[config.mk]
export PLATFORM = sky130hd
export DESIGN_NAME = periph_top
export DESIGN_NICKNAME = d
export VERILOG_FILES = /design/src/badge_pkg.sv /design/src/pdm_mic_decimator.sv /design/src/sample_fifo.sv /design/src/misc_regs.sv /design/src/periph_top.sv
export SDC_FILE = /design/constraint.sdc
export NUM_CORES = 1
export LEC_CHECK = 0
export BUFFER_PORTS_ARGS = -buffer_cell sky130_fd_sc_hd__buf_2
export CORE_ASPECT_RATIO = 1.1
export CORE_UTILIZATION = 50
export CTS_CLUSTER_DIAMETER = 50
export DETAILED_ROUTE_END_ITERATION = 8
export PLACE_DENSITY = 0.85
export SLEW_MARGIN = 20
export SYNTH_ARGS = -nofsm -noshare
export SYNTH_HDL_FRONTEND = slang
export SYNTH_HIERARCHICAL = 1
export SYNTH_SLANG_ARGS = --single-unit
export TNS_END_PERCENT = 50
[constraint.sdc]
create_clock -name clk_96mhz -period 2.5 [get_ports clk_96mhz]
set_input_delay 0.25 -clock clk_96mhz [delete_from_list [all_inputs] [get_ports clk_96mhz]]
set_output_delay 0.25 -clock clk_96mhz [all_outputs]
set_load 0.02 [all_outputs]
[src/badge_pkg.sv]
package badge_pkg;

    // ------------------------------------------------------------------------
    // Bus geometry
    // ------------------------------------------------------------------------
    localparam int BUS_DATA_W = 32;
    localparam int BUS_SEL_W  = 4;
    localparam int BUS_ADDR_W = 32;

    // ------------------------------------------------------------------------
    // Address map
    // ------------------------------------------------------------------------
    localparam int REGION_HI = 31;
    localparam int REGION_LO = 28;
    localparam logic [REGION_HI-REGION_LO:0] PERIPH_REGION = 4'h4;

    localparam int SUB_HI = 19;
    localparam int SUB_LO = 16;
    localparam logic [SUB_HI-SUB_LO:0] MISC_SUB = 4'h0;

    // Word offset inside the misc block
    localparam int REG_OFF_HI = 4;
    localparam int REG_OFF_LO = 2;
    localparam int REG_OFF_W  = REG_OFF_HI - REG_OFF_LO + 1;

    localparam logic [REG_OFF_W-1:0] REG_LED        = 3'd0;
    localparam logic [REG_OFF_W-1:0] REG_BUTTONS    = 3'd1;
    localparam logic [REG_OFF_W-1:0] REG_IRQ_STATUS = 3'd2;
    localparam logic [REG_OFF_W-1:0] REG_IRQ_ENABLE = 3'd3;
    localparam logic [REG_OFF_W-1:0] REG_AUDIO      = 3'd4;

    // ------------------------------------------------------------------------
    // Audio path
    // ------------------------------------------------------------------------
    localparam int SAMPLE_W    = 8;
    localparam int MIC_CLK_DIV = 32;
    localparam int DECIM_LEN   = 64;
    localparam int FIFO_DEPTH  = 8;

    localparam int MIC_DIV_W   = $clog2(MIC_CLK_DIV);
    localparam int DECIM_CNT_W = $clog2(DECIM_LEN);
    // Ones count runs 0 to DECIM_LEN inclusive
    localparam int ONES_W      = $clog2(DECIM_LEN + 1);
    localparam int FIFO_PTR_W  = $clog2(FIFO_DEPTH);
    localparam int FIFO_CNT_W  = $clog2(FIFO_DEPTH + 1);

    // Audio register fields above the sample byte
    localparam int AUDIO_VALID_BIT = SAMPLE_W;
    localparam int AUDIO_OVF_BIT   = SAMPLE_W + 1;

    localparam int NUM_BUTTONS = 2;
    localparam int NUM_LEDS    = 3;

    // ------------------------------------------------------------------------
    // Types
    // ------------------------------------------------------------------------
    typedef struct packed {
        logic                  cyc;
        logic                  stb;
        logic                  we;
        logic [BUS_ADDR_W-1:0] addr;
        logic [BUS_DATA_W-1:0] wdata;
        logic [BUS_SEL_W-1:0]  sel;
    } bus_req_t;

    typedef struct packed {
        logic                  ack;
        logic                  err;
        logic [BUS_DATA_W-1:0] rdata;
    } bus_rsp_t;

    // Bit order matches REG_LED, r in bit 0
    typedef struct packed {
        logic b;
        logic g;
        logic r;
    } led_t;

    // up in bit 1, down in bit 0
    typedef struct packed {
        logic up;
        logic down;
    } buttons_t;

    typedef logic signed [SAMPLE_W-1:0] sample_t;

endpackage

[src/pdm_mic_decimator.sv]
`timescale 1ns/10ps

module pdm_mic_decimator
    import badge_pkg::*;
(
    input  logic    clk_96mhz,
    input  logic    rst_n_i,
    input  logic    mic_data_i,
    output logic    mic_clk_o,
    output logic    sample_valid_o,
    output sample_t sample_o
);

    logic [MIC_DIV_W-1:0]   div_cnt;
    logic                   mic_clk_q;
    logic                   bit_stb;
    logic [DECIM_CNT_W-1:0] bit_cnt;
    logic [ONES_W-1:0]      ones_acc;
    logic [ONES_W-1:0]      ones_total;
    logic                   window_end;
    logic                   valid_q;
    sample_t                sample_q;

    // ------------------------------------------------------------------------
    // Microphone clock
    // ------------------------------------------------------------------------
    always_ff @(posedge clk_96mhz or negedge rst_n_i) begin
        if (!rst_n_i) begin
            div_cnt   <= '0;
            mic_clk_q <= 1'b0;
        end else begin
            if (div_cnt == MIC_DIV_W'(MIC_CLK_DIV - 1)) begin
                div_cnt <= '0;
            end else begin
                div_cnt <= div_cnt + 1'b1;
            end
            mic_clk_q <= (div_cnt < MIC_DIV_W'(MIC_CLK_DIV / 2));
        end
    end

    assign mic_clk_o = mic_clk_q;

    // Clock flop trails the counter by one, so count 1 is the rising cycle
    assign bit_stb = (div_cnt == MIC_DIV_W'(1));

    // ------------------------------------------------------------------------
    // Window accumulation
    // ------------------------------------------------------------------------
    assign ones_total = ones_acc + ONES_W'(mic_data_i);
    assign window_end = bit_stb && (bit_cnt == DECIM_CNT_W'(DECIM_LEN - 1));

    always_ff @(posedge clk_96mhz or negedge rst_n_i) begin
        if (!rst_n_i) begin
            bit_cnt  <= '0;
            ones_acc <= '0;
            valid_q  <= 1'b0;
        end else begin
            valid_q <= window_end;
            if (window_end) begin
                bit_cnt  <= '0;
                ones_acc <= '0;
            end else if (bit_stb) begin
                bit_cnt  <= bit_cnt + 1'b1;
                ones_acc <= ones_total;
            end
        end
    end

    // Remove the DC offset of half a window
    always_ff @(posedge clk_96mhz) begin
        if (window_end) begin
            sample_q <= sample_t'(SAMPLE_W'(ones_total) - SAMPLE_W'(DECIM_LEN / 2));
        end
    end

    assign sample_valid_o = valid_q;
    assign sample_o       = sample_q;

endmodule

[src/sample_fifo.sv]
`timescale 1ns/10ps

module sample_fifo
    import badge_pkg::*;
(
    input  logic    clk_96mhz,
    input  logic    rst_n_i,
    input  logic    push_i,
    input  sample_t push_data_i,
    input  logic    pop_i,
    input  logic    clr_overflow_i,
    output sample_t head_o,
    output logic    empty_o,
    output logic    overflow_o
);

    sample_t                mem [FIFO_DEPTH];
    logic [FIFO_PTR_W-1:0]  wr_ptr;
    logic [FIFO_PTR_W-1:0]  rd_ptr;
    logic [FIFO_CNT_W-1:0]  count;
    logic                   full;
    logic                   pop_ok;
    logic                   push_ok;
    logic                   overflow_q;

    assign full    = (count == FIFO_CNT_W'(FIFO_DEPTH));
    assign empty_o = (count == '0);
    assign pop_ok  = pop_i && !empty_o;
    // A pop on the same edge frees the slot a full FIFO needs
    assign push_ok = push_i && (!full || pop_ok);

    always_ff @(posedge clk_96mhz) begin
        if (push_ok) begin
            mem[wr_ptr] <= push_data_i;
        end
    end

    always_ff @(posedge clk_96mhz or negedge rst_n_i) begin
        if (!rst_n_i) begin
            wr_ptr     <= '0;
            rd_ptr     <= '0;
            count      <= '0;
            overflow_q <= 1'b0;
        end else begin
            if (push_ok) begin
                wr_ptr <= wr_ptr + 1'b1;
            end
            if (pop_ok) begin
                rd_ptr <= rd_ptr + 1'b1;
            end
            case ({push_ok, pop_ok})
                2'b10:   count <= count + 1'b1;
                2'b01:   count <= count - 1'b1;
                default: count <= count;
            endcase
            // New loss wins over a clear on the same edge
            if (push_i && !push_ok) begin
                overflow_q <= 1'b1;
            end else if (clr_overflow_i) begin
                overflow_q <= 1'b0;
            end
        end
    end

    assign head_o     = mem[rd_ptr];
    assign overflow_o = overflow_q;

endmodule

[src/misc_regs.sv]
`timescale 1ns/10ps

module misc_regs
    import badge_pkg::*;
(
    input  logic     clk_96mhz,
    input  logic     rst_n_i,
    input  bus_req_t bus_req_i,
    output bus_rsp_t bus_rsp_o,
    input  buttons_t buttons_i,
    output led_t     leds_o,
    output logic     irq_o,
    input  sample_t  fifo_head_i,
    input  logic     fifo_empty_i,
    input  logic     fifo_overflow_i,
    output logic     fifo_pop_o,
    output logic     fifo_clr_overflow_o
);

    logic                   req_live;
    logic                   mapped;
    logic [REG_OFF_W-1:0]   reg_off;
    logic                   wr_en;
    logic                   rd_audio;
    logic [BUS_DATA_W-1:0]  rd_word;
    logic [NUM_BUTTONS-1:0] w1c;
    logic [NUM_BUTTONS-1:0] press;
    buttons_t               btn_meta;
    buttons_t               btn_sync;
    buttons_t               btn_prev;
    logic [NUM_BUTTONS-1:0] irq_status_q;
    logic [NUM_BUTTONS-1:0] irq_enable_q;
    led_t                   led_q;
    logic                   ack_q;
    logic                   err_q;
    logic                   pop_q;
    logic                   clr_ovf_q;
    logic                   irq_q;
    logic [BUS_DATA_W-1:0]  rdata_q;

    // ------------------------------------------------------------------------
    // Address decode
    // ------------------------------------------------------------------------
    // Held request is masked while our own response is out
    assign req_live = bus_req_i.cyc && bus_req_i.stb && !(ack_q || err_q);
    assign mapped   = (bus_req_i.addr[REGION_HI:REGION_LO] == PERIPH_REGION) &&
                      (bus_req_i.addr[SUB_HI:SUB_LO] == MISC_SUB);
    assign reg_off  = bus_req_i.addr[REG_OFF_HI:REG_OFF_LO];
    assign wr_en    = req_live && mapped && bus_req_i.we && bus_req_i.sel[0];
    assign rd_audio = req_live && mapped && !bus_req_i.we && (reg_off == REG_AUDIO);

    assign w1c = (wr_en && reg_off == REG_IRQ_STATUS) ?
                 bus_req_i.wdata[NUM_BUTTONS-1:0] : '0;

    always_comb begin
        rd_word = '0;
        case (reg_off)
            REG_LED:        rd_word[NUM_LEDS-1:0]    = led_q;
            REG_BUTTONS:    rd_word[NUM_BUTTONS-1:0] = btn_sync;
            REG_IRQ_STATUS: rd_word[NUM_BUTTONS-1:0] = irq_status_q;
            REG_IRQ_ENABLE: rd_word[NUM_BUTTONS-1:0] = irq_enable_q;
            REG_AUDIO: begin
                rd_word[SAMPLE_W-1:0]   = fifo_empty_i ? '0 : fifo_head_i;
                rd_word[AUDIO_VALID_BIT] = !fifo_empty_i;
                rd_word[AUDIO_OVF_BIT]   = fifo_overflow_i;
            end
            default:        rd_word = '0;
        endcase
    end

    // ------------------------------------------------------------------------
    // Bus response, one cycle after the request
    // ------------------------------------------------------------------------
    always_ff @(posedge clk_96mhz or negedge rst_n_i) begin
        if (!rst_n_i) begin
            ack_q     <= 1'b0;
            err_q     <= 1'b0;
            pop_q     <= 1'b0;
            clr_ovf_q <= 1'b0;
        end else begin
            ack_q     <= req_live && mapped;
            err_q     <= req_live && !mapped;
            // FIFO pops at the end of the ack cycle
            pop_q     <= rd_audio && !fifo_empty_i;
            clr_ovf_q <= rd_audio;
        end
    end

    always_ff @(posedge clk_96mhz) begin
        if (req_live) begin
            rdata_q <= (mapped && !bus_req_i.we) ? rd_word : '0;
        end
    end

    assign bus_rsp_o = '{ack: ack_q, err: err_q, rdata: rdata_q};

    // ------------------------------------------------------------------------
    // Registers, buttons and interrupt
    // ------------------------------------------------------------------------
    assign press = btn_sync & ~btn_prev;

    always_ff @(posedge clk_96mhz or negedge rst_n_i) begin
        if (!rst_n_i) begin
            btn_meta     <= '0;
            btn_sync     <= '0;
            btn_prev     <= '0;
            led_q        <= '0;
            irq_status_q <= '0;
            irq_enable_q <= '0;
            irq_q        <= 1'b0;
        end else begin
            btn_meta <= buttons_i;
            btn_sync <= btn_meta;
            btn_prev <= btn_sync;
            if (wr_en && reg_off == REG_LED) begin
                led_q <= led_t'(bus_req_i.wdata[NUM_LEDS-1:0]);
            end
            if (wr_en && reg_off == REG_IRQ_ENABLE) begin
                irq_enable_q <= bus_req_i.wdata[NUM_BUTTONS-1:0];
            end
            // Fresh press beats a clear on the same edge
            irq_status_q <= (irq_status_q & ~w1c) | press;
            irq_q        <= |(irq_status_q & irq_enable_q);
        end
    end

    assign leds_o              = led_q;
    assign irq_o               = irq_q;
    assign fifo_pop_o          = pop_q;
    assign fifo_clr_overflow_o = clr_ovf_q;

endmodule

[src/periph_top.sv]
`timescale 1ns/10ps

module periph_top
    import badge_pkg::*;
(
    input  logic     clk_96mhz,
    input  logic     rst_n_i,
    input  bus_req_t bus_req_i,
    output bus_rsp_t bus_rsp_o,
    input  buttons_t buttons_i,
    input  logic     mic_data_i,
    output logic     mic_clk_o,
    output led_t     leds_o,
    output logic     irq_o
);

    // Producer to buffer
    logic    sample_valid;
    sample_t sample;

    // Buffer to register block
    sample_t fifo_head;
    logic    fifo_empty;
    logic    fifo_overflow;
    logic    fifo_pop;
    logic    fifo_clr_overflow;

    pdm_mic_decimator mic_i (
        .clk_96mhz      (clk_96mhz),
        .rst_n_i        (rst_n_i),
        .mic_data_i     (mic_data_i),
        .mic_clk_o      (mic_clk_o),
        .sample_valid_o (sample_valid),
        .sample_o       (sample)
    );

    sample_fifo fifo_i (
        .clk_96mhz      (clk_96mhz),
        .rst_n_i        (rst_n_i),
        .push_i         (sample_valid),
        .push_data_i    (sample),
        .pop_i          (fifo_pop),
        .clr_overflow_i (fifo_clr_overflow),
        .head_o         (fifo_head),
        .empty_o        (fifo_empty),
        .overflow_o     (fifo_overflow)
    );

    misc_regs regs_i (
        .clk_96mhz           (clk_96mhz),
        .rst_n_i             (rst_n_i),
        .bus_req_i           (bus_req_i),
        .bus_rsp_o           (bus_rsp_o),
        .buttons_i           (buttons_i),
        .leds_o              (leds_o),
        .irq_o               (irq_o),
        .fifo_head_i         (fifo_head),
        .fifo_empty_i        (fifo_empty),
        .fifo_overflow_i     (fifo_overflow),
        .fifo_pop_o          (fifo_pop),
        .fifo_clr_overflow_o (fifo_clr_overflow)
    );

endmodule

Yosys cells after proc, flatten, opt, wreduce, memory -nomap -nowiden
Memory sizes are Yosys's and may differ from the RTL's.
Index checks and enable logic that the tools add are counted.
- multipliers: 0
- div/mod/pow operators: 0
- shifts and indexed selects: 0
- reduce and logical (&&, ||, !) cells: 35
- muxes and demuxes: 14
- bitwise gates (word level): 8
- equality and inequality tests: 11
- order comparisons: 1
- $add $sub $neg: 8
- operators by type and width (kind ; count):
    $logic_and 1x1->1 ; 18
    $mux 7 ; 2
    $mux 6 ; 2
    $pmux 2 s5 ; 1
    $logic_not 4->1 ; 2
    $mux 8 ; 1
    $pmux 4 s2 ; 1
    $sub 7x6->8 const B ; 1
    $add 7x1->7 ; 1
    $add 3x1->3 const B ; 2
    $add 6x1->6 const B ; 1
    $and 2x2->2 ; 3
    $eq 3x2->1 const B ; 2
    $eq 6x6->1 const B ; 1
    $logic_not 1->1 ; 6
    $reduce_bool 2->1 ; 3
    $add 5x1->5 const B ; 1
    $eq 5x1->1 const B ; 1
    $eq 5x5->1 const B ; 1
    $lt 5x5->1 const B ; 1
    $mux 5 ; 1
    $add 4x1->4 const B ; 1
    $eq 4x3->1 const B ; 1
    $eq 4x4->1 const B ; 1
    other kinds (16) ; 22
- latch bits: 0
- memory bits (read-only): 0
- bits in writable memories: 64
- memories: 1
- input bits: 76
- word-level logic and storage cells: 108
- register bits: 89
- memories (name ; words ; width ; read ports ; clocked after memory_dff ; wr ports ; line ; source):
    fifo_i.mem ; 8 ; 8 ; 1 ; 0 ; 1 ; sample_fifo.sv:17 ; sample_t mem [FIFO_DEPTH];

Longest topological paths before layout
- depth after elaboration: 11
- depth in mapped cells: 10

Cells and area by module
The synthesis kept the hierarchy.
- modules (own cells, without submodules) (module ; times used ; area an instance (um^2) ; seq. area each (um^2) ; cells an instance):
    sample_fifo ; 1 ; 3181.8 ; 2197.1 ; 159
    misc_regs ; 1 ; 1361.3 ; 750.7 ; 100
    pdm_mic_decimator ; 1 ; 1216.2 ; 740.7 ; 105

Least setup slack after synthesis
Ideal clock, no wire load.
- kind: register to register
- from: reg fifo_i.count[1]
- to: reg fifo_i.count[3]
- required time: 2361 ps
- setup slack: 98 ps
- cell stages (with the launch flop): 11
- library setup time: 139 ps
- arrival: 2263 ps
- path buffers: 1
- cells stage by stage: dfrtp_1 > or3_1 > buf_6 > o21ai_2 > nand2b_1 > inv_1 > ha_1 > a211oi_1 > or3_4 > o211ai_1 > o221ai_1
- word-level cells in the longest chain between the ends: 7
- elaborated cells between the ends (all ways): 13
- classes of those cells: add/sub (2); eq/ne (3); mux (1); reduce/logical (7)
- ends and longest elaborated chain (what ; line ; source):
    start, declared ; sample_fifo.sv:20 ; logic [FIFO_CNT_W-1:0] count;
    start signal, assigned ; sample_fifo.sv:52 ; 2'b10: count <= count + 1'b1;
    start signal, assigned ; sample_fifo.sv:53 ; 2'b01: count <= count - 1'b1;
    start signal, assigned ; sample_fifo.sv:54 ; default: count <= count;
    $logic_not 4->1 ; sample_fifo.sv:27 ; assign empty_o = (count == '0);
    $logic_not 1->1 ; sample_fifo.sv:28 ; assign pop_ok = pop_i && !empty_o;
    $logic_and 1x1->1 ; sample_fifo.sv:28 ;
    $logic_or 1x1->1 ; sample_fifo.sv:30 ; assign push_ok = push_i && (!full || pop_ok);
    $logic_and 1x1->1 ; sample_fifo.sv:30 ;
    $eq 2x1->1 or $eq 2x2->1 (tied branches) ; sample_fifo.sv:51 ; case ({push_ok, pop_ok})
    $pmux 4 s2 or $reduce_bool 2->1 (tied branches) ; -- ;
Several ways; a longest one is shown, not always the timed one.
A chain may end at the register's enable or synchronous reset.

Final worst setup path
- from: reg fifo_i.count[0]
- to: reg fifo_i.count[3]
The elaborated chain is that of the path after synthesis.

==> flow_metrics.env <==
export IMPL_grt_pass1_vias=3321
export IMPL_status="finished, final reports clean"
export IMPL_worst_path_max_fanout=3
export IMPL_pwr_share_comb=0.029
export IMPL_intPower_w=0.00385
export IMPL_core_area_um2=11100
export IMPL_hpwl_mm=6.91
export IMPL_seq_area_frac_synth=0.640
export IMPL_post_place_ws_ns=0.0160
export IMPL_grt_antenna_before_repair=0
export IMPL_syn_cell_area_um2=5760
export IMPL_cts_tree="done"
export IMPL_synth_avg_cell_area_um2=15.8
export IMPL_drive_gt1_frac=0.296
export IMPL_clkPwrFrac=0.491
export IMPL_wl_per_cell_um=19.2
export IMPL_crit_type="reg2reg"
export IMPL_seq_power_share=0.479
export IMPL_period_needed_ns=2.47
export IMPL_crit_buf_inv=1
export IMPL_vias_per_cell=5.54
export IMPL_fmax_mhz=405
export IMPL_io_pins=115
export IMPL_cts_root_buf="clkbuf_16"
export IMPL_path_cells="or3_4, o21ai_2, nand2b_4, inv_4, ha_4, a211oi_4, or3_4, o211ai_1, o221ai_2"
export IMPL_synth_edff_count=82
export IMPL_start_util=0.521
export IMPL_critPathTopFamily="simple AND/OR/NAND/NOR gates"
export IMPL_r2r_setup_slack_ns=0.03
export IMPL_critical_path_slowest_cell="dfrtp_1"
export IMPL_startpoint="fifo_i/count[0]"
export IMPL_drc=0
export IMPL_path_common_cell="or3_4"
export IMPL_p_leak_nw=2.78
export IMPL_grt_first_pass_wirelength_mm=16.8
export IMPL_grt_use_total=0.189
export IMPL_rows=40
export IMPL_start_kind="register"
export IMPL_ys_flop_type="edfxtp_1"
export IMPL_skew_ns=0.00693
export IMPL_worst_ep_arrival_time_ns=2.74
export IMPL_die_x_um=104
export IMPL_tightestPinTransition_ns=0.737
export IMPL_hold_violations=0
export IMPL_htree_num_levels=4
export IMPL_area_growth_pct=18.4
export IMPL_drt_iter0_drc=211
export IMPL_cts_sinks=131
export IMPL_syn_instance_count=364
export IMPL_p_per_area_nw_per_um2=709
export IMPL_vias=3319
export IMPL_cap_viol_max_count=0
export IMPL_relSlewSlack=0.509
export IMPL_yosys_warnings=6
export IMPL_endpoint="fifo_i/count[3]"
export IMPL_port_buffers=39
export IMPL_slew_viol_final=0
export IMPL_crit_required_ns=2.77
export IMPL_routed_wl_mm=11.5
export IMPL_cts_made_buffers=17
export IMPL_diodes=0
export IMPL_end_kind="register"
export IMPL_r2r_end="fifo_i/count[3]"
export IMPL_reg2reg_depth=9
export IMPL_final_cell_mix="edfxtp_1 (82), dfrtp_1 (49), buf_2 (39)"
export IMPL_overflow=0
export IMPL_die_height_um=115
export IMPL_grt_max_degree=22
export IMPL_switching_share=0.203
export IMPL_gp_congestion=0.805
export IMPL_insertion_delay_ns=0.41
export IMPL_ys_seq_elements=131
export IMPL_synthArstFlopShare=0.374
export IMPL_first_pass_iters=4
export IMPL_worstHoldPathType="in2reg"
export IMPL_synthDistinctLibCells=58
export IMPL_fin_total_pwr_w=0.00483
export IMPL_clkTransAtPathRegs_ns=0.05
export IMPL_fin_crit_sh=0.987
export IMPL_die_area_um2=12000
export IMPL_ant_nets=0
export IMPL_final_common_cell="edfxtp_1"
export IMPL_fin_nets=527
export IMPL_cp_depth=9
export IMPL_cts_buffer_depth=2
export IMPL_timing_final_ws_setup_ns=0.0317
export IMPL_ir_drop_mv=0.487
export IMPL_power_switching_w=0.000979
export IMPL_slowest_delay_ns=0.42
export IMPL_setup_viol=0
export IMPL_r2r_start="fifo_i/count[0]"
metrics by stage:
step / TNS [ns] / hold WS, ns / util / cells / area (µm²)
2_1_floorplan: 0 / -0.0456 / - / 385 / 5840
3_3_place_gp: 0 / 0.149 / 0.553 / 558 / 6110
3_5_place_dp: 0 / 0.147 / 0.553 / 558 / 6110
4_1_cts: 0 / 0.0694 / 0.609 / 593 / 6730
5_1_grt: -0.0141 / 0.0782 / 0.616 / 599 / 6820
6_report: 0 / 0.0825 / 0.616 / 599 / 6820
kinds of logic after synthesis:
kind of cell	synth area share
flops	0.640
compound gates	0.0402
buf+inv	0.0513
xor+xnor	0.0259
simple gates	0.0978
fa+ha+maj	0.0274
mux	0.116
other cells	0.000651
what timing repair did:
item	CTS	global route
hold buffers	3	0
pin swaps	0	6
setup buffers	0	6
gates resized for setup	3	6
endpoints found under the hold margin	10	0
endpoints found under the setup margin	1	1
how the worst min path moves through the flow:
| stage | from | end | cells past startpoint |
|---|---|---|---|
| finish | bus_req_i[6] | regs_i/leds_o[2] | 2 |
| global route | bus_req_i[6] | regs_i/leds_o[2] | 2 |
| CTS | bus_req_i[6] | regs_i/leds_o[2] | 2 |
| detailed placement | rst_n_i | regs_i/fifo_pop_o | 1 |
| global placement | rst_n_i | regs_i/fifo_pop_o | 1 |
| floorplan | rst_n_i | fifo_i/count[0] | 0 |
registers in the layout (all words and copies together), names as in the netlist, 2 cells and up:
signal               cells
regs_i/btn_sync          2
fifo_i/rd_ptr            3
fifo_i/count             4
mic_i/bit_cnt            6
regs_i/leds_o            3
fifo_i/mem              64
fifo_i/wr_ptr            3
regs_i/irq_status_q      2
mic_i/sample_o           8
regs_i/rdata_q          10
regs_i/irq_enable_q      2
mic_i/div_cnt            5
mic_i/ones_acc           7
regs_i/btn_meta          2
regs_i/btn_prev          2
per-layer routing:
metal | vias up | GRT usage | share of wire
met4 | 0 | 0.0848 | 0.024
met1 | 1694 | 0.211 | 0.39
met2 | 122 | 0.342 | 0.54
met5 | - | 0 | 0
li1 | 1480 | - | -
met3 | 23 | 0.0501 | 0.050
worst reg2reg max path, delay by kind of cell (launching register included):
family / cells / cell delay (ns)
flops: 1 / 0.42
buf+inv: 1 / 0.05
compound gates: 4 / 0.61
simple gates: 3 / 0.99
fa+ha+maj: 1 / 0.27
Yosys cell counts, drive strengths merged (2+ instances only):
library cell  instances  area, µm²
a21oi                 3       15.0
a22oi                 2       15.0
and2                  2       12.5
and3                 15        110
and4                  2       17.5
buf                  30        235
dfrtp                49       1230
edfxtp               82       2460
ha                   11        138
inv                  15       56.3
mux2                 16        199
mux4                 18        462
nand2                21       78.8
nand2b                8       50.1
nand3                10       50.1
nand4                 2       12.5
nor2                 16       62.6
nor3                  4       20.0
nor4                  2       42.5
nor4b                 2       38.8
o211ai                2       15.0
o21a                  2       22.5
o21ai                12       63.8
o22ai                 2       18.8
o2bb2ai               2       17.5
or3                   3       23.8
xnor2                11       96.3
xor2                  6       52.6
final cells by class:
| cell class | count | area, µm² |
|---|---|---|
| timing repair buffer | 66 | 405 |
| clock inverter | 11 | 110 |
| inverter | 15 | 58.8 |
| clock buffer | 21 | 460 |
| tap | 147 | 184 |
| multi-input combinational | 208 | 1910 |
| fill | 761 | 4240 |
| sequential | 131 | 3690 |
power groups by stage:
stage	logic, W	clock network (W)	registers, W
floorplan	0.0000962	0	0.00236
global placement	0.000130	0	0.00236
detailed placement	0.000135	0	0.00236
CTS	0.000141	0.00239	0.00232
global route	0.000156	0.00250	0.00232
finish	0.000143	0.00238	0.00232
(Power assumes the default switching activity.)
